## src/include/btb_config.svh

```systemverilog
// ====================================================================
// Build-time sizes for the branch target buffer fetch front end
// PC width, table and return stack depth, commit width, reset PC
// ====================================================================

`ifndef BTB_CONFIG_SVH
`define BTB_CONFIG_SVH

// Address and fetch group
`define BTB_PC_WIDTH      32             // Bits in a fetch address
`define BTB_FETCH_BYTES   24             // Four instructions of six bytes

// Prediction storage
`define BTB_DEPTH         64             // Direct mapped, indexed by PC[6:1]
`define BTB_RAS_DEPTH     16             // Return stack entries

// Retire side
`define BTB_COMMIT_SLOTS  4              // Instructions committed per cycle

`define BTB_RST_PC        32'hFFFC0000   // Boot ROM vector

`endif

```

## src/verilog/btb_pkg.sv

```systemverilog
// ====================================================================
// Shared types for the branch target buffer
// Address vectors, table entry and commit slot structs
// ====================================================================

`include "btb_config.svh"

package btb_pkg;

	typedef logic [`BTB_PC_WIDTH-1:0]          pc_addr_t;    // Fetch address
	typedef logic [$clog2(`BTB_DEPTH)-1:0]     btb_index_t;  // Table index from PC[6:1]
	typedef logic [$clog2(`BTB_RAS_DEPTH)-1:0] ras_ptr_t;    // Return stack pointer
	typedef logic [2:0]                        grp_t;        // Branch slot in fetch group

	// ================================================================
	// One target table entry
	typedef struct packed {
		logic     valid;   // Entry holds a committed flow change
		logic     takb;    // Last outcome was taken
		grp_t     grp;     // Which instruction of the group branches
		logic     ret;     // Return, target comes from the stack
		logic     jmp;     // Unconditional jump
		pc_addr_t pc;      // Full branch address, used as the tag
		pc_addr_t tgt;     // Branch target
	} btb_entry_t;

	// ================================================================
	// One retiring instruction as seen from the back end
	typedef struct packed {
		pc_addr_t pc;      // Instruction address
		pc_addr_t tgt;     // Resolved target
		logic     takb;    // Resolved direction
		grp_t     grp;     // Position in its fetch group
		logic     br;      // Conditional branch
		logic     ret;     // Return
		logic     jmp;     // Jump
	} commit_slot_t;

endpackage

```

## src/verilog/btb_table.sv

```systemverilog
// ====================================================================
// Direct mapped branch target table
// Register array, full PC tag compare, combinational lookup
// ====================================================================

`timescale 1ns/1ps

`include "btb_config.svh"

module btb_table (
	input  logic                clk,
	input  logic                rst,
	input  btb_pkg::pc_addr_t   pc,         // Current fetch PC
	input  logic                wr_en,
	input  btb_pkg::btb_entry_t wr_entry,
	output logic                hit,
	output btb_pkg::btb_entry_t rd_entry
);

	import btb_pkg::*;

	btb_entry_t             mem [`BTB_DEPTH];   // Entry payload
	logic [`BTB_DEPTH-1:0]  valid_q;            // Valid bits cleared on reset
	btb_index_t             rd_idx;
	btb_index_t             wr_idx;

	// Index skips bit 0 since instructions sit on even addresses
	assign rd_idx = pc[$clog2(`BTB_DEPTH):1];
	assign wr_idx = wr_entry.pc[$clog2(`BTB_DEPTH):1];

	// ================================================================
	// Write port where the newest commit overwrites the slot
	always_ff @(posedge clk) begin
		if (wr_en)
			mem[wr_idx] <= wr_entry;
	end

	always_ff @(posedge clk) begin
		if (rst)
			valid_q <= '0;
		else if (wr_en)
			valid_q[wr_idx] <= wr_entry.valid;
	end

	// ================================================================
	// Lookup of the current PC
	always_comb begin
		rd_entry       = mem[rd_idx];
		rd_entry.valid = valid_q[rd_idx];   // Stored copy is stale after reset
	end

	// Aliasing PCs with the same index miss on the tag
	assign hit = rd_entry.valid && (rd_entry.pc == pc);

	// A hit entry was stored with its valid bit set
	a_hit_valid: assert property (@(posedge clk) disable iff (rst)
		hit |-> mem[rd_idx].valid);

	// A written PC hits on the very next lookup of that address
	a_write_then_hit: assert property (@(posedge clk) disable iff (rst)
		wr_en ##1 (pc == $past(wr_entry.pc)) |-> hit);

endmodule

```

## config.mk

```make
export PLATFORM = sky130hd
export DESIGN_NAME = btb_table
export DESIGN_NICKNAME = d
export VERILOG_FILES = /design/src/verilog/btb_pkg.sv /design/src/verilog/btb_table.sv
export VERILOG_INCLUDE_DIRS = /design/src /design/src/include
export SDC_FILE = /design/constraint.sdc
export NUM_CORES = 2
export LEC_CHECK = 0
export BUFFER_PORTS_ARGS = -buffer_cell sky130_fd_sc_hd__buf_2
export CAP_MARGIN = 5
export CORE_MARGIN = 2
export CORE_UTILIZATION = 55
export CTS_CLUSTER_DIAMETER = 100
export CTS_CLUSTER_SIZE = 28
export DETAILED_ROUTE_END_ITERATION = 8
export PLACE_DENSITY = 0.71
export SLEW_MARGIN = 0
export SYNTH_ARGS = -nofsm -noshare
export SYNTH_HDL_FRONTEND = slang
export SYNTH_MEMORY_MAX_BITS = 65536
export SYNTH_SLANG_ARGS = --single-unit
```

## constraint.sdc

```tcl
create_clock -name clk -period 19.4 [get_ports clk]
set_input_delay 0.97 -clock clk [delete_from_list [all_inputs] [get_ports clk]]
set_output_delay 0.97 -clock clk [all_outputs]
set_load 0.005 [all_outputs]
```

==> impl_results.md <==
- Outcome: finished, final reports clean
- Share of layout cells above drive strength 1: 25.5%
- CP arrival: 7.81 ns
- Clock H-tree levels: 4
- Fin. max-slew vios: 0
- Cell mode on critical path: buf_4
- Synthesized instance count: 7432
- Mapped Area: 174000 sq um
- Initial antenna violation count: 48
- Reg clk slew, reported paths: 0.11 ns
- Yosys reg bits: 4544
- PortBufs: 177
- IO Count: 178
- Vias: 86806
- Vias in the first global route: 82646
- MaxCap Viol Count: 0
- CTS sink cnt: 4544
- CP peak stage delay: 0.85 ns
- Final hold slack: 0.486 ns
- Sequential fraction of the synthesis area: 78.0%
- Async S/R FF share, synth: 0%
- Top_reg_cell synth: edfxtp_1
- Hold crit path type: flop to flop
- 1st-iter DRT viols: 16642
- Final min period: 8.78 ns
- Root Driver: clkbuf_16
- Core area: 315000 sq um
- Max Root-Sink Buffers: 4
- Syn Nets: 7538
- Relative slew slack: 4.10%
- Post-DR wirelength/cell: 42.7 microns
- CTS buffer count: 185
- Startpoint Class: input port
- Post-synth cell types: 77
- Area growth, synth to finish: 6.64%
- Cell Int Power: 13.0 mW
- Post-Route WL: 508000 microns
- Share of power burned in registers: 65.5%
- Busiest metal layer after global routing: met2
- Clock latency at the later pin of the worst-skew pair: 0.94 ns
- Drt first pass iters: 8
- Switch share: 21.4%
- GR met3 Demand/Resource: 7.03%
- Average via count per standard cell: 7.31
- Dominant cell type by area after synthesis: edfxtp_1
- Worst path cell trace: buf_12, buf_4, buf_4, buf_4, buf_4, mux2i_1, o221ai_1, a21oi_1, nor3_1, o32ai_1, nor2_1, xnor2_1, nand4_1, nor4_2, buf_2
- Met1 Use GR: 44.3%
- Largest net degree at the start of global routing: 157
- Final hold vios: 0
- Setup_tns: 0 ns
- Row count: 206
- DRC: 0
- Req. time, crit path: 18.43 ns
- Pleak: 56.3 nW
- Initial Util: 55.3%
- First-pass GRT wire length: 688000 microns
- Number of instances resized during post-cts repair: 0
- Total grt overflow: 0
- Antenna Nets Post-Route: 0
- Critical Path Sink Type: primary output
- CP delay by family, top: buffers and inverters
- Power consumption: 16.6 mW
- DIE AREA: 321000 sq um
- Total global-route track usage: 31.4%
- Cts hold-fix bufs: 0
- P_sw: 3.54 mW
- Fmax: 114 MHz
- Avg Cell Area, Syn: 23.4 sq um
- GP Congestion: 0.868
- Die Height: 567 microns
- Worst-margin pin slew: 1.44 ns
- Post-synth top area share: 77.3%
- Clk network pwr share: 28.3%
- P per Cell Area: 89.2 nW/um^2
- Synth Warn #: 0
- Post-CTS Setup Bufs: 0
- Worst clock skew: 0 ns
- Layout Nets: 7748
- DP HPWL: 266000 microns
- Core Util, Final: 58.9%
- Number of synthesized flops with an enable pin: 4480
- CTS tree: yes
- Critical path class: input port to primary output
- Max stage delay cell, worst path: buf_4
- Tcrit/Tclk final: 45.3%
- CP bufs+invs: 6
- Largest fanout on the critical path: 98
- Synth area leaders: edfxtp_1, mux4_2, mux2i_1, dfxtp_1, a22oi_1
- Max rail drop VDD: 0.126 mV
- Final setup fails: 0
- Combinational power share: 6.2%
- RSZ-0062 raised after global routing: no
- Chip width: 567 microns
- Met2 Resource Use GR: 48.5%
## final cells by class
type | instances | area, sq um
Inverter | 8 | 42.5
Multi-Input combinational cell | 2468 | 36500
Sequential cell | 4544 | 136000
Timing Repair Buffer | 435 | 2930
Antenna cell | 22 | 55.1
Clock buffer | 224 | 4840
Fill cell | 21736 | 129000
Clock inverter | 16 | 241
Tap cell | 4160 | 5200
## cell usage after synthesis, types with 22 or more instances
master / instances
a22oi_1: 93
clkbuf_1: 171
nor2_1: 115
nand2_1: 169
dfxtp_1: 64
buf_4: 28
edfxtp_1: 4480
buf_6: 39
a21oi_1: 109
buf_2: 128
o221ai_1: 22
a221oi_1: 30
nand3_1: 54
o22ai_1: 24
mux4_2: 1212
mux2i_1: 250
buf_1: 35
o21ai_0: 111
## kinds of logic (layout without fill, tap and decap cells)
logic type / after synthesis / in the layout / share of synthesized area [%]
flops: 4544 / 4544 / 78.0
mux: 1494 / 1494 / 17.5
compound gates: 488 / 488 / 1.86
simple gates: 460 / 460 / 1.23
buf+inv: 420 / 683 / 1.31
xor+xnor: 26 / 26 / 0.131
other cells: 0 / 22 / 0
## worst register-to-register path, delay by kind of cell (launching register included)
family / cells / cell delay (ns)
flops: 1 / 0.39
compound gates: 2 / 0.29
## placed cells by master, fill, tap and decap left out, types with 11 or more instances in the layout
cell type  instances
edfxtp_1        4480
nand3_1           54
dfxtp_1           64
a31oi_1           18
clkbuf_16        188
clkbuf_1          36
o22ai_1           24
a211oi_1          15
buf_4            254
nand4_1           15
a21oi_1          109
diode_2           22
mux4_2          1212
nor2b_1           13
a22oi_1           93
o21ai_0          111
buf_2            172
nand2_1          169
nor2_1            49
xor2_1            15
a221oi_1          30
nand2b_1          19
o221ai_1          22
mux4_1            18
xnor2_1           11
nor2_4            62
mux2i_1          250
mux2_2            14
## worst paths after layout
check                                   to                      from  depth (start not counted)  slack [ns]
setup / recovery                       hit                     pc[1]                         15       10.62
hold / removal     valid_q[2]$_SDFFE_PP0P_   valid_q[2]$_SDFFE_PP0P_                          2        0.49
setup reg to reg  valid_q[13]$_SDFFE_PP0P_  valid_q[13]$_SDFFE_PP0P_                          2       18.64
hold reg to reg    valid_q[2]$_SDFFE_PP0P_   valid_q[2]$_SDFFE_PP0P_                          2        0.49
## power groups by stage
stage                     logic [mW]  clock network, mW  registers (mW)
after floorplan                0.568                  0            11.1
after global placement         0.993                  0            11.1
after detailed placement        1.01                  0            11.1
after CTS                       1.01               4.70            10.9
after global routing            1.06               4.99            10.9
final                           1.03               4.68            10.9
## registers in the layout, summed over array words and instances (netlist names)
| signal | count |
|---|---|
| mem | 4480 |
| valid_q | 64 |
## layer usage
metal  vias up  share of wire (%)
li1      32002                  -
met1     46442                 35
met2      7188                 46
met3      1150                 14
met4        24                4.8
met5         -              0.028
## per-stage QoR
stage          setup slack (ns)  instances  area (sq um)
2_1_floorplan             12.38       7432        174000
3_3_place_gp              10.65      11615        181000
3_5_place_dp              10.65      11615        181000
4_1_cts                   10.65      11855        186000
5_1_grt                   10.16      11864        186000
6_report                  10.62      11877        186000
No activity file was read; power rests on OpenSTA's default activity.
