File: src/include/btb_config.svh
// ====================================================================
// Build-time sizes for the branch target buffer fetch front end
// PC width, table and return stack depth, commit width, reset PC
// ====================================================================

`ifndef BTB_CONFIG_SVH
`define BTB_CONFIG_SVH

// Address and fetch group
`define BTB_PC_WIDTH      32             // Bits in a fetch address
`define BTB_FETCH_BYTES   24             // Four instructions of six bytes

// Prediction storage
`define BTB_DEPTH         64             // Direct mapped, indexed by PC[6:1]
`define BTB_RAS_DEPTH     16             // Return stack entries

// Retire side
`define BTB_COMMIT_SLOTS  4              // Instructions committed per cycle

`define BTB_RST_PC        32'hFFFC0000   // Boot ROM vector

`endif

File: src/verilog/btb_pkg.sv
// ====================================================================
// Shared types for the branch target buffer
// Address vectors, table entry and commit slot structs
// ====================================================================

`include "btb_config.svh"

package btb_pkg;

	typedef logic [`BTB_PC_WIDTH-1:0]          pc_addr_t;    // Fetch address
	typedef logic [$clog2(`BTB_DEPTH)-1:0]     btb_index_t;  // Table index from PC[6:1]
	typedef logic [$clog2(`BTB_RAS_DEPTH)-1:0] ras_ptr_t;    // Return stack pointer
	typedef logic [2:0]                        grp_t;        // Branch slot in fetch group

	// ================================================================
	// One target table entry
	typedef struct packed {
		logic     valid;   // Entry holds a committed flow change
		logic     takb;    // Last outcome was taken
		grp_t     grp;     // Which instruction of the group branches
		logic     ret;     // Return, target comes from the stack
		logic     jmp;     // Unconditional jump
		pc_addr_t pc;      // Full branch address, used as the tag
		pc_addr_t tgt;     // Branch target
	} btb_entry_t;

	// ================================================================
	// One retiring instruction as seen from the back end
	typedef struct packed {
		pc_addr_t pc;      // Instruction address
		pc_addr_t tgt;     // Resolved target
		logic     takb;    // Resolved direction
		grp_t     grp;     // Position in its fetch group
		logic     br;      // Conditional branch
		logic     ret;     // Return
		logic     jmp;     // Jump
	} commit_slot_t;

endpackage

File: src/verilog/btb_commit_decode.sv
// ====================================================================
// Commit side of the BTB
// Picks the first flow-change slot and registers one table write
// ====================================================================

`timescale 1ns/1ps

`include "btb_config.svh"

module btb_commit_decode (
	input  logic                                           clk,
	input  logic                                           rst,
	input  btb_pkg::commit_slot_t [`BTB_COMMIT_SLOTS-1:0] commit,
	output logic                                           wr_en,
	output btb_pkg::btb_entry_t                            wr_entry
);

	import btb_pkg::*;

	logic       nxt_en;      // Some slot carries a branch, jump or return
	btb_entry_t nxt_entry;   // Entry built from the winning slot

	// Slot 0 has priority over later slots for the single write port
	always_comb begin
		nxt_en    = 1'b0;
		nxt_entry = '0;
		for (int i = 0; i < `BTB_COMMIT_SLOTS; i++) begin
			if (!nxt_en && (commit[i].br || commit[i].ret || commit[i].jmp)) begin
				nxt_en          = 1'b1;
				nxt_entry.valid = 1'b1;
				nxt_entry.takb  = commit[i].takb;
				nxt_entry.grp   = commit[i].grp;
				nxt_entry.ret   = commit[i].ret;
				nxt_entry.jmp   = commit[i].jmp;
				nxt_entry.pc    = commit[i].pc;   // Tag is the whole address
				nxt_entry.tgt   = commit[i].tgt;
			end
		end
	end

	// Registered write strobe
	always_ff @(posedge clk) begin
		if (rst)
			wr_en <= 1'b0;
		else
			wr_en <= nxt_en;
	end

	always_ff @(posedge clk) begin
		wr_entry <= nxt_entry;   // Only looked at when wr_en is high
	end

	// A registered write carries the valid bit
	a_commit_write: assert property (@(posedge clk) disable iff (rst)
		wr_en |-> wr_entry.valid);

endmodule

File: config.mk
export PLATFORM = sky130hd
export DESIGN_NAME = btb_commit_decode
export DESIGN_NICKNAME = d
export VERILOG_FILES = /design/src/verilog/btb_pkg.sv /design/src/verilog/btb_commit_decode.sv
export VERILOG_INCLUDE_DIRS = /design/src /design/src/include
export SDC_FILE = /design/constraint.sdc
export NUM_CORES = 1
export LEC_CHECK = 0
export BUFFER_PORTS_ARGS = -buffer_cell sky130_fd_sc_hd__buf_2
export CAP_MARGIN = 30
export CORE_AREA = 2 2 139 141
export DETAILED_ROUTE_END_ITERATION = 16
export DIE_AREA = 0 0 141 143
export PLACE_DENSITY_LB_ADDON = 0.3
export SLEW_MARGIN = 5
export SYNTH_ARGS = -nofsm -noshare
export SYNTH_HDL_FRONTEND = slang
export SYNTH_SLANG_ARGS = --single-unit
File: constraint.sdc
create_clock -name clk -period 1.76 [get_ports clk]
set_clock_uncertainty 0.1 [all_clocks]
set_input_delay 0.264 -clock clk [delete_from_list [all_inputs] [get_ports clk]]
set_output_delay 0.264 -clock clk [all_outputs]
set_load 0.005 [all_outputs]
==> metrics.cfg, run 1 <==
[power_and_ir_drop]
finalPower_mw=4.67
sw_frac_of_total_pct=24.5
clockPowerShare_pct=44.8
p_comb_share_pct=16.8
switchingPower_mw=1.15
power_frac_seq_pct=38.4
powerDensity_nw_per_um2=776
internal-power_mw=3.52
peakVddDrop_mv=0.407
power_leakage_nw=2.92

[die]
die_y_um=143
die_w_um=141
io_pins=358
initial_core_util_pct=18.6
core.rowCount=50
coreArea_um2=18600
die-area_um2=20200

[timing]
hold_viol_final=0
finalSetupTns_ps=0
setup_ws_ps=349
period_share_pct=80.2
report.final.slew_viol_count=0
tightest_slew_ps=452
rsz0062_at_grt=false
relSlewSlack_pct=69.9
setup_viol=0
holdWs_ps=78.4
max_freq_mhz=709
min_period_ps=1410

[yosys]
syn_area_per_cell_um2=8.26
synth_seq_area_share_pct=41.7
ys_warn_count=0
netlist.top_cell.by_area=dfxtp_1
syn_nets=704
synth_flop_cell=dfxtp_1
syn_inst=418
ys_seq_elements=72
synthTopCellsByArea=dfxtp_1 42%, o211ai_1 15%, a31oi_1 12%
ys_types=23
synthArstFlopShare_pct=0
synth_most_common_cell=nand2_1
yosys.area.top_type_share_pct=41.7
synth_top_cells_by_count=73 x nand2_1, 72 x dfxtp_1, 68 x o211ai_1, 67 x a31oi_1, 64 x o22ai_1
syn_area_um2=3450
synth-edff-count=0

[critical_path]
max_stage_delay_ps=440
slowest_stage=or3_1
crit_path_cell_trace=buf_2 > or3_1 > nand4_4 > buf_12 > buf_12 > o22ai_1 > a31oi_1
path_class=input port to register
arrival_ps=1570
crit_top_cell=buf_12
worstPathMaxFanout=17
critPathLaunch=commit[215]
start_kind=input port
worstPathRequired_ps=1920
crit_path_end=wr_entry[28]
crit_path_end_kind=register

[min_path]
min-delay-path-class=input port to register

[cells_and_area]
fin_util_pct=32.4
fillers=2001
drive_above_1_share_pct=53.0
area_growth_pct=74.3
final_nets=1051
diodes=0

[grt]
grt_pass1_wl_mm=24.2
grt_pass1_vias=4501
grt_use_total_pct=15.6
grt_overflow=0
grt_max_degree=40
antenna_found_initial=1

[clocking]
postCtsSetupRepairBufs=0
htree_levels=3
path_clk_slew_ps=70
clock-root-buffer=clkbuf_16
cts.path.max_buffers=2
cts.sinks=72
cts_tree=done
numCtsBuffers=9

[routing]
drc=0
viasPerCell=4.72
num_vias=4743
avgRoutedWirePerCell_um=16.7
route.antenna.remaining_nets=0
drt_iter0_markers=170
dr.pass1.iters=7
wirelength_mm=16.8

[placed_design]
place.gp.congestion=0.772
post-place-ws_ps=-5.01
port_buffers=357
dp_hpwl_mm=13.2

[status]
outcome=complete, no violations

[run]
max_cap_viol_count=0

-- flip-flops by register name, indices dropped and copies added, names as in the netlist --
register and cells:
wr_en 1, wr_entry 71
-- power by group through the flow --
stage                     Sequential, mW  Clock [mW]  Combinational, mW
final                               1.79        2.09              0.783
after global routing                1.80        2.22              0.857
after CTS                           1.80        2.15              0.790
after detailed placement            1.83           0              0.785
after global placement              1.83           0              0.789
after floorplan                     1.85           0              0.221
-- final cells by class --
cell class	instances	area, µm²	share of cell area, %
clock buffers	12	256	4.26
repair buffers	386	2140	35.6
flip-flops and latches	72	1440	24.0
well taps	234	293	4.86
clock inverters	4	76.3	1.27
multi-input cells	296	1810	30.0
-- layer usage --
metal  global-route usage, %  routed length (µm)  vias to the layer above
met5                       0                   0                        -
met4                    3.63                 136                        0
met3                    4.76                1250                        7
met2                    28.9                8680                      253
met1                    17.5                6680                     2135
li1                        -                   -                     2348
-- through the flow --
| stage | cells | instance area [µm²] |
|---|---|---|
| after global routing | 1004 | 6020 |
| after CTS | 1004 | 6020 |
| after detailed placement | 987 | 5680 |
| after global placement | 987 | 5680 |
| final | 1004 | 6020 |
| after floorplan | 418 | 3450 |
-- how the worst min path moves through the flow --
stage	cells past startpoint	endpoint	slack (ps)	start
2_1_floorplan	1	wr_en	230	rst
3_3_place_gp	2	wr_en	320	rst
3_5_place_dp	2	wr_en	320	rst
4_1_cts	3	wr_entry[24]	60	commit[31]
5_1_grt	3	wr_entry[66]	80	commit[3]
6_report	3	wr_entry[5]	80	commit[12]
-- worst max-delay path, delay by kind of cell --
kind | cells | cell delay, ps
AOI/OAI and AO/OA | 2 | 240
and+or+nand+nor | 2 | 630
buffers and inverters | 3 | 430
-- logic make-up after synthesis --
family,count (synthesis),share of synthesized area (%)
compound gates,209,40.5
flops,72,41.7
simple gates,87,11.1
buf+inv,50,6.67
-- timing repair --
action	in CTS	in global routing
hold buffers	1	0
hold endpoints to repair	1	0
resized for setup	0	0
-- layout by cell type (no fill, tap or decap), types with 4 or more instances in the layout --
cell type,instances
a21oi_1,4
a31oi_1,67
buf_12,11
buf_2,357
buf_4,17
clkbuf_16,9
dfxtp_1,72
nand2_1,72
o211ai_1,68
o22ai_1,64
Power figures use the tool's default switching activity.
==> inputs of run 2 (changes only) <==
--- a/config.mk
+++ b/config.mk
@@ -6,11 +6,12 @@
 export SDC_FILE = /design/constraint.sdc
 export NUM_CORES = 1
 export LEC_CHECK = 0
+export ABC_AREA = 1
 export BUFFER_PORTS_ARGS = -buffer_cell sky130_fd_sc_hd__buf_2
 export CAP_MARGIN = 30
-export CORE_AREA = 2 2 139 141
+export CORE_AREA = 2 2 140 142
 export DETAILED_ROUTE_END_ITERATION = 16
-export DIE_AREA = 0 0 141 143
+export DIE_AREA = 0 0 142 144
 export PLACE_DENSITY_LB_ADDON = 0.3
 export SLEW_MARGIN = 5
 export SYNTH_ARGS = -nofsm -noshare
==> constraint.sdc (replaced) <==
create_clock -name clk -period 1.2 [get_ports clk]
set_clock_uncertainty 0.1 [all_clocks]
set_input_delay 0.18 -clock clk [delete_from_list [all_inputs] [get_ports clk]]
set_output_delay 0.18 -clock clk [all_outputs]
set_load 0.005 [all_outputs]
==> run 2 against run 1 <==
Synthesized area grew 17%. Final cell count increased by 36%. Die area grew 1.4%. Critical path type is now register to output port. Largest cell class unchanged. Largest power group unchanged.
==> metrics.cfg, run 2 <==
[status]
outcome=complete, no violations

[power_and_ir_drop]
internal-power_mw=5.29  ; +50%
sw_frac_of_total_pct=26.7  ; +2.2 points
power_leakage_nw=4.29  ; +47%
p_comb_share_pct=24.4  ; +7.6 points
powerDensity_nw_per_um2=895  ; +15%
power_frac_seq_pct=36.5  ; -1.9 points
peakVddDrop_mv=0.597  ; +47%
clockPowerShare_pct=39.1  ; -5.7 points
finalPower_mw=7.21  ; +54%
switchingPower_mw=1.92  ; +68%

[cells_and_area]
design_area_um2=8050  ; +34%
fillers=1949  ; -2.6%
layout_commonest_cell=buf_2
area_growth_pct=99.1
reg.largest.list=wr_entry x71, wr_en x1
fin_util_pct=42.2  ; +9.8 points
diodes=0  ; unchanged
drive_above_1_share_pct=39.7  ; -13 points
final_cell_mix=357 x buf_2, 208 x nand3_1, 139 x nand2_1
largest_register_ffs=71  ; unchanged
stdcell_count=1362  ; +36%
final_nets=1405  ; +34%
regMostFlops=wr_entry

[clocking]
htree_levels=3  ; unchanged
path_clk_slew_ps=60  ; about the same
cts_tree=done
numCtsBuffers=9  ; unchanged
cts_resized=0  ; unchanged
cts.path.max_buffers=2  ; unchanged
clock-root-buffer=clkbuf_16
cts.sinks=72  ; unchanged

[yosys]
netlist.top_cell.by_area=dfxtp_1
synthTopCellsByArea=dfxtp_1 36%, nand3_1 26%, nand2_1 13%
synth_flop_cell=dfxtp_1
synthArstFlopShare_pct=0  ; unchanged
syn_nets=917  ; +30%
ys_seq_elements=72  ; unchanged
syn_area_per_cell_um2=6.41  ; -22%
syn_inst=631  ; +51%
synth_top_cells_by_count=208 x nand3_1, 141 x nand2_1, 72 x dfxtp_1, 69 x nand4_1, 62 x inv_1
syn_area_um2=4050  ; +17%
ys_types=17  ; -26%
synth_seq_area_share_pct=35.6  ; -6.1 points
synth-edff-count=0  ; unchanged
yosys.area.top_type_share_pct=35.6  ; -6.1 points
synth_most_common_cell=nand3_1
ys_warn_count=0  ; unchanged

[grt]
grt_pass1_wl_mm=29.0  ; +20%
grt_pass1_vias=5990  ; +33%
grt_use_total_pct=18.0  ; +2.4 points
antenna_found_initial=0  ; -1
grt_max_degree=42  ; +5.0%
grt_overflow=0  ; unchanged

[critical_path]
critPathLaunch=wr_en
worstPathRequired_ps=920  ; -1000 ps
worstPathMaxFanout=1  ; -16
path_buf_inv=1  ; -2
path_class=register to output port
crit_path_cell_trace=buf_2
slowest_stage=dfxtp_1
arrival_ps=810  ; -760 ps
start_kind=register
crit_family=flip-flops
max_stage_delay_ps=350  ; -90 ps
crit_path_end_kind=output port

[run]
max_cap_viol_count=0  ; unchanged

[routing]
num_vias=6238  ; +32%
route.antenna.remaining_nets=0  ; unchanged
avgRoutedWirePerCell_um=14.5  ; -13%
viasPerCell=4.58  ; -3.0%
dr.pass1.iters=5  ; -2
drc=0  ; unchanged
drt_iter0_markers=325  ; +91%
wirelength_mm=19.7  ; +18%

[die]
initial_core_util_pct=21.2  ; +2.6 points
die_w_um=142  ; +0.71%
die_y_um=144  ; +0.70%
die-area_um2=20400  ; +1.4%
core.rowCount=51  ; +2.0%
coreArea_um2=19100  ; +2.7%
io_pins=358  ; unchanged

[timing]
setup_viol=0  ; unchanged
max_freq_mhz=916
report.final.slew_viol_count=0  ; unchanged
finalSetupTns_ps=0  ; unchanged
holdWs_ps=14.6  ; -63.8 ps
hold_viol_final=0  ; unchanged
period_share_pct=91.0
tightest_slew_ps=318  ; -134 ps
min_period_ps=1090
setup_ws_ps=108  ; -241 ps
rsz0062_at_grt=false
relSlewSlack_pct=78.8  ; +8.9 points

[placed_design]
port_buffers=357  ; unchanged
dp_hpwl_mm=14.3  ; +8.8%
place.gp.congestion=0.865  ; +12%
placed_cells=1223  ; +24%
post-place-ws_ps=-210  ; -205 ps
dpl_cell_area_um2=6510  ; +15%

[min_path]
min-delay-path-class=input port to register
worstHoldStart=commit[267]

run 2: cell families after synthesis:
logic type	synth area share, %
AOI/OAI and AO/OA	0.371
DFF	35.6
buffers and inverters	13.0
and+or+nand+nor	51.0
run 2: worst paths after layout:
path,end,depth (start not counted)
setup / recovery,wr_en,1
hold / removal,wr_entry[47],3
run 2: cell type report:
class	count	area [µm²]	share of cell area, %
repair buffers	534	3640	45.2
multi-input cells	427	2090	25.9
flip-flops and latches	72	1440	17.9
well taps	238	298	3.70
inverters	75	282	3.50
clock buffers	11	253	3.14
clock inverters	5	55.1	0.684
run 2: power groups by stage:
stage	clock [mW]	combinational (mW)	sequential (mW)
2_1_floorplan	0	0.477	2.71
3_3_place_gp	0	1.42	2.68
3_5_place_dp	0	1.42	2.68
4_1_cts	2.94	1.74	2.63
5_1_grt	3.02	1.92	2.64
6_report	2.82	1.76	2.63
run 2: repair_timing:
item,4_1_cts,5_1_grt
hold buffers,123,0
hold endpoints to repair,68,0
setup buffers,0,0
endpoints found under the setup margin,0,0
run 2: per-layer routing:
metal / GRT usage, % / vias to the layer above / wire length [µm]
met3: 4.74 / 35 / 1390
met5: 0 / - / 0
met2: 32.7 / 268 / 9900
met1: 20.1 / 2839 / 7920
met4: 6.68 / 0 / 523
li1: - / 3096 / -
