[config.mk]
export PLATFORM = sky130hd
export DESIGN_NAME = btb_fetch_pc
export DESIGN_NICKNAME = d
export VERILOG_FILES = /design/src/verilog/btb_pkg.sv /design/src/verilog/btb_fetch_pc.sv
export VERILOG_INCLUDE_DIRS = /design/src /design/src/include
export SDC_FILE = /design/constraint.sdc
export NUM_CORES = 1
export LEC_CHECK = 0
export ABC_AREA = 1
export BUFFER_PORTS_ARGS = -buffer_cell sky130_fd_sc_hd__buf_2
export CAP_MARGIN = 15
export CORE_UTILIZATION = 42
export DETAILED_ROUTE_END_ITERATION = 16
export PLACE_DENSITY = 0.82
export SLEW_MARGIN = 20
export SYNTH_ARGS = -nofsm -noshare
export SYNTH_HDL_FRONTEND = slang
export SYNTH_SLANG_ARGS = --single-unit
[constraint.sdc]
create_clock -name clk -period 2 [get_ports clk]
set_input_delay 0.2 -clock clk [delete_from_list [all_inputs] [get_ports clk]]
set_output_delay 0.2 -clock clk [all_outputs]
set_load 0.03 [all_outputs]
[src/include/btb_config.svh]
// ====================================================================
// Build-time sizes for the branch target buffer fetch front end
// PC width, table and return stack depth, commit width, reset PC
// ====================================================================

`ifndef BTB_CONFIG_SVH
`define BTB_CONFIG_SVH

// Address and fetch group
`define BTB_PC_WIDTH      32             // Bits in a fetch address
`define BTB_FETCH_BYTES   24             // Four instructions of six bytes

// Prediction storage
`define BTB_DEPTH         64             // Direct mapped, indexed by PC[6:1]
`define BTB_RAS_DEPTH     16             // Return stack entries

// Retire side
`define BTB_COMMIT_SLOTS  4              // Instructions committed per cycle

`define BTB_RST_PC        32'hFFFC0000   // Boot ROM vector

`endif

[src/verilog/btb_pkg.sv]
// ====================================================================
// Shared types for the branch target buffer
// Address vectors, table entry and commit slot structs
// ====================================================================

`include "btb_config.svh"

package btb_pkg;

	typedef logic [`BTB_PC_WIDTH-1:0]          pc_addr_t;    // Fetch address
	typedef logic [$clog2(`BTB_DEPTH)-1:0]     btb_index_t;  // Table index from PC[6:1]
	typedef logic [$clog2(`BTB_RAS_DEPTH)-1:0] ras_ptr_t;    // Return stack pointer
	typedef logic [2:0]                        grp_t;        // Branch slot in fetch group

	// ================================================================
	// One target table entry
	typedef struct packed {
		logic     valid;   // Entry holds a committed flow change
		logic     takb;    // Last outcome was taken
		grp_t     grp;     // Which instruction of the group branches
		logic     ret;     // Return, target comes from the stack
		logic     jmp;     // Unconditional jump
		pc_addr_t pc;      // Full branch address, used as the tag
		pc_addr_t tgt;     // Branch target
	} btb_entry_t;

	// ================================================================
	// One retiring instruction as seen from the back end
	typedef struct packed {
		pc_addr_t pc;      // Instruction address
		pc_addr_t tgt;     // Resolved target
		logic     takb;    // Resolved direction
		grp_t     grp;     // Position in its fetch group
		logic     br;      // Conditional branch
		logic     ret;     // Return
		logic     jmp;     // Jump
	} commit_slot_t;

endpackage

[src/verilog/btb_fetch_pc.sv]
// ====================================================================
// Next fetch address choice and the program counter
// Redirect, decode fix, BTB or RAS target, else sequential group
// ====================================================================

`timescale 1ns/1ps

`include "btb_config.svh"

module btb_fetch_pc (
	input  logic                clk,
	input  logic                rst,
	input  logic                advance,          // Core takes the next group
	input  logic                branchmiss,       // Back end redirect
	input  btb_pkg::pc_addr_t   miss_pc,
	input  logic                dec_mispredict,   // Decode stage correction
	input  btb_pkg::pc_addr_t   dec_pc,
	input  logic                hit,
	input  btb_pkg::btb_entry_t rd_entry,
	input  btb_pkg::pc_addr_t   ras_top,
	output btb_pkg::pc_addr_t   pc,
	output btb_pkg::pc_addr_t   next_pc,
	output logic                takb
);

	import btb_pkg::*;

	pc_addr_t seq_pc;   // Fall through group

	assign seq_pc = pc + pc_addr_t'(`BTB_FETCH_BYTES);

	// ================================================================
	// Priority choice, computed whether or not the PC advances
	always_comb begin
		next_pc = seq_pc;
		takb    = 1'b0;
		if (branchmiss)
			next_pc = miss_pc;              // Back end wins over everything
		else if (dec_mispredict)
			next_pc = dec_pc;
		else if (hit) begin
			if (rd_entry.ret)
				next_pc = ras_top;          // Return goes to the stack top
			else begin
				next_pc = rd_entry.tgt;
				takb    = !rd_entry.jmp && rd_entry.takb;   // Plain branch only
			end
		end
	end

	// ================================================================
	// Program counter
	always_ff @(posedge clk) begin
		if (rst)
			pc <= `BTB_RST_PC;
		else if (advance)
			pc <= next_pc;
	end

	// Table, stack and redirect inputs must all resolve to a real address
	a_next_pc_known: assert property (@(posedge clk) disable iff (rst)
		!$isunknown(next_pc));

endmodule

==> impl_summary.log, run 1 <==
INFO  metric syn-mean-instance-area = about 5.3 µm²
INFO  metric max_cap_violations = 0
INFO  metric static-leakage-power = 2.70 nW
INFO  metric groute.usage.overall = 0.324
INFO  metric synth.top_cells.by_count = sky130_fd_sc_hd__nand2_1, sky130_fd_sc_hd__nor2_1, sky130_fd_sc_hd__a21oi_1
INFO  metric timing.critical_path.slowest_cell_delay = about 350 ps
INFO  metric clock-root-buffer = sky130_fd_sc_hd__clkbuf_8
INFO  metric setup_violations = 20
INFO  metric run_status = finished, violations left
INFO  metric fill_cells = ~760
INFO  metric number_of_i_o_port_buffers = between 200 and 250
INFO  metric netlist-cell-type-count = 35
INFO  metric die_height = about 90 µm
INFO  metric multiInputGateArea = roughly 2600 µm²
INFO  metric htree_num_levels = 2
INFO  metric min_period = around 2100 ps
INFO  metric floorplan_die_width = 92.1 µm
INFO  metric placementRows = 32
INFO  metric grt_pass1_wl = between 20 and 25 mm
INFO  metric route.detailed.drc = 0
INFO  metric startpoint_type = register
INFO  metric hold_buffers = 0
INFO  metric hold_ws = slightly below 200 ps
INFO  metric min-delay-path-class = primary input to register
INFO  metric drt-initial-drc-count = ~440
INFO  metric synthesis.yosys.warnings = 0
INFO  metric gate_count_post_synth = roughly 650
INFO  metric timing.critical_path.cells = buf_4 > nor2_4 > nor2_4 > nand2_4 > nor2_4 > nand3_2 > nand2_2 > nand3_2 > nand2_1 > nand2_1 > nand2_2 > buf_6
INFO  metric worst_ep_arrival_time = 1910 ps
INFO  metric failed_checks = setup timing
INFO  metric postSynth.asyncResetShare = 0
INFO  metric antenna_found_initial = 0
INFO  metric final.period_utilization = 1.05
INFO  metric gr-total-overflow = 0
INFO  metric layout-drive-gt1-share = 0.400
INFO  metric floorplan.core_area = 7810 µm²
INFO  metric routed_wirelength = about 14 mm
INFO  metric clk_latency = between 200 and 300 ps
INFO  metric cellPowerDensity = 494 nW/µm²
INFO  metric cp_common_cell = sky130_fd_sc_hd__nor2_4
INFO  metric vias_in_the_first_global_route = approximately 4.4k
INFO  metric ys_ff_latch = 32
INFO  metric starting_utilization_of_the_core_area = 0.437
INFO  metric viasPerCell = 5.16
INFO  metric crit_required = between 1500 and 2000 ps
INFO  metric crit_type = register to primary output
INFO  metric tritoncts_clock_tree = done
INFO  metric synthFlopType = sky130_fd_sc_hd__dfxtp_1
INFO  metric synth.most_common_cell = sky130_fd_sc_hd__nand2_1
INFO  metric p_total = about 2.5 mW
INFO  metric dp_worst_setup_slack = 108 ps
INFO  metric max-slew-margin-rel = 0.691
INFO  metric dr.pass1.iters = 7
INFO  metric layout_setup_ws = -107 ps
INFO  metric synth_edf_count = 0
INFO  metric hold_viol_final = 0
INFO  metric routed-via-count = approximately 4.9k
INFO  metric yosysSeqAreaShare = 0.188
INFO  metric ioPinCount = around 240
INFO  metric totalNegativeSetupSlack = -962 ps
INFO  metric synthDominantCellAreaShare = 0.267
INFO  metric largest_registers = pc (32)
INFO  metric route.detailed.wl_per_inst = 14.7 µm
INFO  metric tightestPinTransition = 463 ps
INFO  metric netlist_area = ~3400 µm²
INFO  metric setup.worst_path.end_class = primary output
INFO  metric mappedNetlistNets = 820
INFO  metric largest_register_ff_count = 32
INFO  metric ir_drop = between 0.2 and 0.3 mV
INFO  metric rsz0062_at_grt = true
INFO  metric n_antenna_cell = 0
INFO  metric ff_latch_area = 673 µm²
INFO  metric dpl.hpwl = 10.4 mm
INFO  metric crit_path_max_fanout = 5
INFO  metric place.gp.congestion = about 0.9
INFO  metric largest-register = pc
INFO  metric drt.antenna.violating_nets = 0
INFO  metric report.final.slew_viol_count = 0
INFO  metric tritoncts_buffer_count = 5
INFO  metric cp_slowest_cell = sky130_fd_sc_hd__dfxtp_2
INFO  metric areaGrowthSynthToFinish = 50.0%
INFO  metric grt_start_max_net_pins = 40
INFO  metric design.final.nets = between 1k and 1.5k
INFO  metric finalClockSkew = just under 8 ps
INFO  metric dieArea = approximately 8500 µm²
INFO  metric largest_area_contributor_in_the_synthesized_netlist = sky130_fd_sc_hd__nand2_1
INFO  metric netlist_top_cells_area = sky130_fd_sc_hd__nand2_1, sky130_fd_sc_hd__dfxtp_1, sky130_fd_sc_hd__a21oi_1
INFO  metric fmaxAchievable = approximately 470 MHz
INFO  metric cts.sink_count = 32
INFO  metric clock_path_buffers = 2
INFO  metric cts.reportedPaths.clkPinSlew = ~80 ps
critical path: cells and delay by family (launching register included):
kind / cells / cell delay (ps)
buffers and inverters: 2 / 270
DFF: 1 / 350
and+or+nand+nor: 10 / 990
final timing paths:
check                    from           to  slack (ps)  depth (start not counted)
setup / recovery        pc[3]  next_pc[28]        -110                         12
hold / removal    miss_pc[13]       pc[13]         190                          3
hold reg to reg        pc[18]       pc[18]         550                          2
setup reg to reg        pc[3]       pc[28]         150                         14
layout make-up:
cell class	instances	area share
clock buffers	7	0.0169
clock inverters	1	0.00147
inverters	48	0.0362
multi-input cells	531	0.510
flip-flops and latches	32	0.132
well taps	102	0.0249
repair buffers	234	0.279
cells in the final DEF (no fill, tap or decap), types with 2 or more instances in the layout:
| cell | n |
|---|---|
| sky130_fd_sc_hd__nand2_1 | 222 |
| sky130_fd_sc_hd__buf_2 | 175 |
| sky130_fd_sc_hd__a21oi_1 | 76 |
| sky130_fd_sc_hd__nor2_1 | 73 |
| sky130_fd_sc_hd__inv_1 | 39 |
| sky130_fd_sc_hd__o21ai_0 | 34 |
| sky130_fd_sc_hd__buf_4 | 34 |
| sky130_fd_sc_hd__nand2_2 | 28 |
| sky130_fd_sc_hd__nand3_1 | 23 |
| sky130_fd_sc_hd__buf_6 | 23 |
| sky130_fd_sc_hd__dfxtp_1 | 14 |
| sky130_fd_sc_hd__dfxtp_2 | 14 |
| sky130_fd_sc_hd__nor2_4 | 11 |
| sky130_fd_sc_hd__o21ai_2 | 9 |
| sky130_fd_sc_hd__nor2_2 | 8 |
| sky130_fd_sc_hd__nand3_2 | 7 |
| sky130_fd_sc_hd__inv_2 | 7 |
| sky130_fd_sc_hd__o21ai_1 | 7 |
| sky130_fd_sc_hd__nand3b_1 | 6 |
| sky130_fd_sc_hd__clkbuf_8 | 6 |
| sky130_fd_sc_hd__dfxtp_4 | 4 |
| sky130_fd_sc_hd__o21bai_1 | 3 |
| sky130_fd_sc_hd__o211ai_1 | 3 |
| sky130_fd_sc_hd__nand2_4 | 2 |
| sky130_fd_sc_hd__xnor2_2 | 2 |
| sky130_fd_sc_hd__nand3_4 | 2 |
| sky130_fd_sc_hd__inv_4 | 2 |
| sky130_fd_sc_hd__nand4_1 | 2 |
| sky130_fd_sc_hd__nor3_1 | 2 |
| sky130_fd_sc_hd__and2_1 | 2 |
| sky130_fd_sc_hd__o22ai_1 | 2 |
| sky130_fd_sc_hd__buf_12 | 2 |
metal layers:
metal	global-route usage	part of all wire
met5	0	0
met1	0.436	0.42
met2	0.543	0.47
met3	0.0514	0.092
met4	0.0677	0.012
power by group:
part	leakage, nW	internal, mW	switching (mW)
Combinational	2.39	0.468	0.744
Clock	0.0445	0.280	0.267
Sequential	0.269	0.693	0.0768
Total	2.70	1.44	1.09
cell families (layout without fill, tap and decap cells):
logic type                 count (synthesis)  after routing  synth area share
buffers and inverters                     83            290             0.106
DFF                                       32             32             0.188
AOI/OAI and AO/OA                        138            138             0.212
and+or+nand+nor                          389            389             0.483
xor gates and xnor gates                   3              3           0.00771
adders and majority gates                  1              1           0.00367
per-stage QoR:
stage | util | cells | instance area [µm²]
after CTS | 0.628 | 948 | 4900
after detailed placement | 0.580 | 932 | 4530
after global routing | 0.655 | 955 | 5120
after global placement | 0.580 | 932 | 4530
final | 0.655 | 955 | 5120
after floorplan | - | 646 | 3410
repair_timing:
| item | 4_1_cts | 5_1_grt |
|---|---|---|
| pin swaps | 17 | 28 |
| buffers inserted | 8 | 7 |
| setup endpoints to repair | 25 | 26 |
| resized for setup | 85 | 59 |
No activity file was read; power rests on OpenSTA's default activity.
==> run 2, diff against run 1 <==
--- a/config.mk
+++ b/config.mk
@@ -9,6 +9,7 @@
 export ABC_AREA = 1
 export BUFFER_PORTS_ARGS = -buffer_cell sky130_fd_sc_hd__buf_2
 export CAP_MARGIN = 15
+export CORE_ASPECT_RATIO = 0.6
 export CORE_UTILIZATION = 42
 export DETAILED_ROUTE_END_ITERATION = 16
 export PLACE_DENSITY = 0.82
==> run 2 against run 1 <==
Against the previous run:
- the run still ends with setup timing left
- hold slack improved by 14 ps
- non-clock buffer count rose by 1
- critical path depth did not move
- sequential power rose by 0.6%
- flip-flop and latch count did not move
- design area rose by 0.88%
- maximum frequency rose by 0.36%
- critical endpoint is now next_pc[15]
- highest routed layer unchanged
==> impl_summary.log, run 2 (synthesis gave the netlist of run 1 again) <==
INFO  metric drt-initial-drc-count = 542 (+22%)
INFO  metric failed_checks = setup timing
INFO  metric dpl.hpwl = 10.8 mm (+4.0%)
INFO  metric max_cap_violations = 0 (unchanged)
INFO  metric reg2regPathDepth = 13 (-1)
INFO  metric clk_latency = 280 ps (about the same)
INFO  metric n_antenna_cell = 0 (unchanged)
INFO  metric crit_type = register to primary output
INFO  metric layout_setup_ws = -99.2 ps (+7.47 ps)
INFO  metric htree_num_levels = 2 (unchanged)
INFO  metric final_cell_count_no_fill = 961 (+0.63%)
INFO  metric layout-drive-gt1-share = 0.416 (+0.0164)
INFO  metric rsz0062_at_grt = true
INFO  metric hold-path-endpoint = pc[13]
INFO  metric dp_cells = 939 (+0.75%)
INFO  metric cts.reportedPaths.clkPinSlew = 60 ps (-20 ps)
INFO  metric max-slew-margin-rel = 0.650 (-0.0408)
INFO  metric multiInputGateArea = 2610 µm² (unchanged)
INFO  metric setup_violations = 13 (-35%)
INFO  metric run_status = finished, violations left
INFO  metric grt_pass1_wl = 21.9 mm (+1.2%)
INFO  metric final_design_area_no_fill = 5160 µm² (+0.88%)
INFO  metric groute.usage.overall = 0.330 (+0.00623)
INFO  metric final.period_utilization = 1.05 (-0.00373)
INFO  metric tritoncts_clock_tree = done
INFO  metric finalClockSkew = 9.06 ps (+1.16 ps)
INFO  metric largest_register_ff_count = 32 (unchanged)
INFO  metric hold_viol_final = 0 (unchanged)
INFO  metric gr-usage-met3 = 0.0924 (+0.0409)
INFO  metric antenna_found_initial = 0 (unchanged)
INFO  metric met1_usage = 0.494 (+0.0576)
INFO  metric crit_path_max_fanout = 5 (unchanged)
INFO  metric timing.critical_path.slowest_cell_delay = 350 ps (about the same)
INFO  metric grt_start_max_net_pins = 49 (+23%)
INFO  metric crit_family = simple AND/OR/NAND/NOR gates
INFO  metric placementRows = 25 (-22%)
INFO  metric ir_drop = 0.322 mV (+13%)
INFO  metric startpoint_type = register
INFO  metric worst_ep_arrival_time = 1900 ps (about the same)
INFO  metric report.final.slew_viol_count = 0 (unchanged)
INFO  metric fill_cells = 786 (+3.0%)
INFO  metric r2r-start = pc[4]
INFO  metric hold_path.startpoint = miss_pc[13]
INFO  metric cts.sink_count = 32 (unchanged)
INFO  metric min-delay-path-class = primary input to register
INFO  metric setup.worst_path.end_class = primary output
INFO  metric most-common-layout-cells = sky130_fd_sc_hd__nand2_1, sky130_fd_sc_hd__buf_2, sky130_fd_sc_hd__a21oi_1, sky130_fd_sc_hd__nor2_1, sky130_fd_sc_hd__buf_4
INFO  metric drt.antenna.violating_nets = 0 (unchanged)
INFO  metric crit_required = 1800 ps (about the same)
INFO  metric dieArea = 8500 µm² (+0.14%)
INFO  metric largest-register = pc
INFO  metric mostFrequentLayoutCell = sky130_fd_sc_hd__nand2_1
INFO  metric p_total = 2.70 mW (+6.8%)
INFO  metric busiest_layer = met1
INFO  metric timing.critical_path.cells = inv_2 > ha_4 > nor2_4 > nand2_4 > nor2_4 > xnor2_1 > nand2_1 > nand2_1 > nand2_1 > nand2_2 > inv_2 > buf_6
INFO  metric tritoncts_buffer_count = 5 (unchanged)
INFO  metric routed_wirelength = 14.4 mm (+2.8%)
INFO  metric gr-total-overflow = 0 (unchanged)
INFO  metric place_area = 4530 µm² (about the same)
INFO  metric ff_latch_area = 713 µm² (+5.9%)
INFO  metric clock_path_buffers = 2 (unchanged)
INFO  metric critical_path.n_buffers_inverters = 3 (+1)
INFO  metric viasPerCell = 5.23 (+1.2%)
INFO  metric design.final.nets = 1027 (+0.097%)
INFO  metric route.detailed.wl_per_inst = 15.0 µm (+2.2%)
INFO  metric fmaxAchievable = 476 MHz (+0.36%)
INFO  metric starting_utilization_of_the_core_area = 0.433 (-0.00416)
INFO  metric routed-via-count = 5022 (+1.8%)
INFO  metric cp_common_cell = sky130_fd_sc_hd__nand2_1
INFO  metric dr.pass1.iters = 6 (-1)
INFO  metric grt.met2_usage = 0.473 (-0.0704)
INFO  metric floorplan_die_width = 118 µm (+28%)
INFO  metric tightestPinTransition = 525 ps (+61.9 ps)
INFO  metric place.gp.congestion = 0.945 (+7.0%)
INFO  metric static-leakage-power = 2.70 nW (about the same)
INFO  metric areaGrowthSynthToFinish = 51.4%
INFO  metric vias_in_the_first_global_route = 4276 (-2.0%)
INFO  metric hold_ws = 206 ps (+14.0 ps)
INFO  metric cellPowerDensity = 523 nW/µm² (+5.9%)
INFO  metric cp_slowest_cell = sky130_fd_sc_hd__dfxtp_2
INFO  metric largest_registers = pc (32)
INFO  metric hold-path-cell-count = 3 (unchanged)
INFO  metric min_period = 2100 ps (-7.47 ps)
INFO  metric clock-root-buffer = sky130_fd_sc_hd__clkbuf_16
INFO  metric floorplan.core_area = 7880 µm² (+0.96%)
INFO  metric ff2ff_setup_slack = 170 ps (+20 ps)
INFO  metric route.detailed.drc = 0 (unchanged)
INFO  metric number_of_i_o_port_buffers = 201 (unchanged)
INFO  metric ioPinCount = 238 (unchanged)
INFO  metric die_height = 71.8 µm (-22%)
INFO  metric r2r-end = pc[25]
## run 2: area by class of cell
cell class / instances / share of cell area
Sequential cell: 32 / 0.138
Clock buffer: 6 / 0.0250
Tap cell: 108 / 0.0262
Clock inverter: 1 / 0.000969
Multi-Input combinational cell: 531 / 0.505
Timing Repair Buffer: 235 / 0.270
Inverter: 48 / 0.0349
## run 2: per-layer routing
layer	routed length, µm	up-vias
met5	0	-
met4	93	0
met3	1990	10
met2	5800	275
met1	6560	2261
li1	-	2476
## run 2: how the worst max path moves through the flow
stage | cells after the start | end | startpoint | slack, ps
after global routing | 12 | next_pc[25] | pc[3] | -190
after detailed placement | 12 | next_pc[25] | pc[3] | 60
after floorplan | 14 | pc[29] | pc[3] | 30
final | 12 | next_pc[15] | pc[4] | -100
after CTS | 12 | next_pc[15] | pc[4] | -60
after global placement | 12 | next_pc[15] | pc[3] | 100
## run 2: power by group
part,total [mW],internal (mW),switching (mW),leakage (nW)
logic,1.20,0.450,0.751,2.36
clock network,0.725,0.452,0.273,0.0667
registers,0.775,0.692,0.0829,0.274
total,2.70,1.59,1.11,2.70
## run 2: what timing repair did
action	4_1_cts	5_1_grt
hold buffers	0	0
endpoints found under the hold margin	0	0
cloned	0	0
pin swaps	12	33
gates resized for setup	60	103
endpoints found under the setup margin	25	25
setup buffers	5	10
## run 2: worst min-delay path, stage by stage
cell	delay, ps
sky130_fd_sc_hd__buf_2	80
sky130_fd_sc_hd__o21ai_2	50
sky130_fd_sc_hd__a21oi_1	110
## run 2: through the flow
step	setup TNS, ps	util	worst slack [ps]
2_1_floorplan	0	-	32.0
3_3_place_gp	0	0.575	101
3_5_place_dp	0	0.575	61.2
4_1_cts	-164	0.613	-60.6
5_1_grt	-2410	0.655	-185
6_report	-600	0.655	-99.2
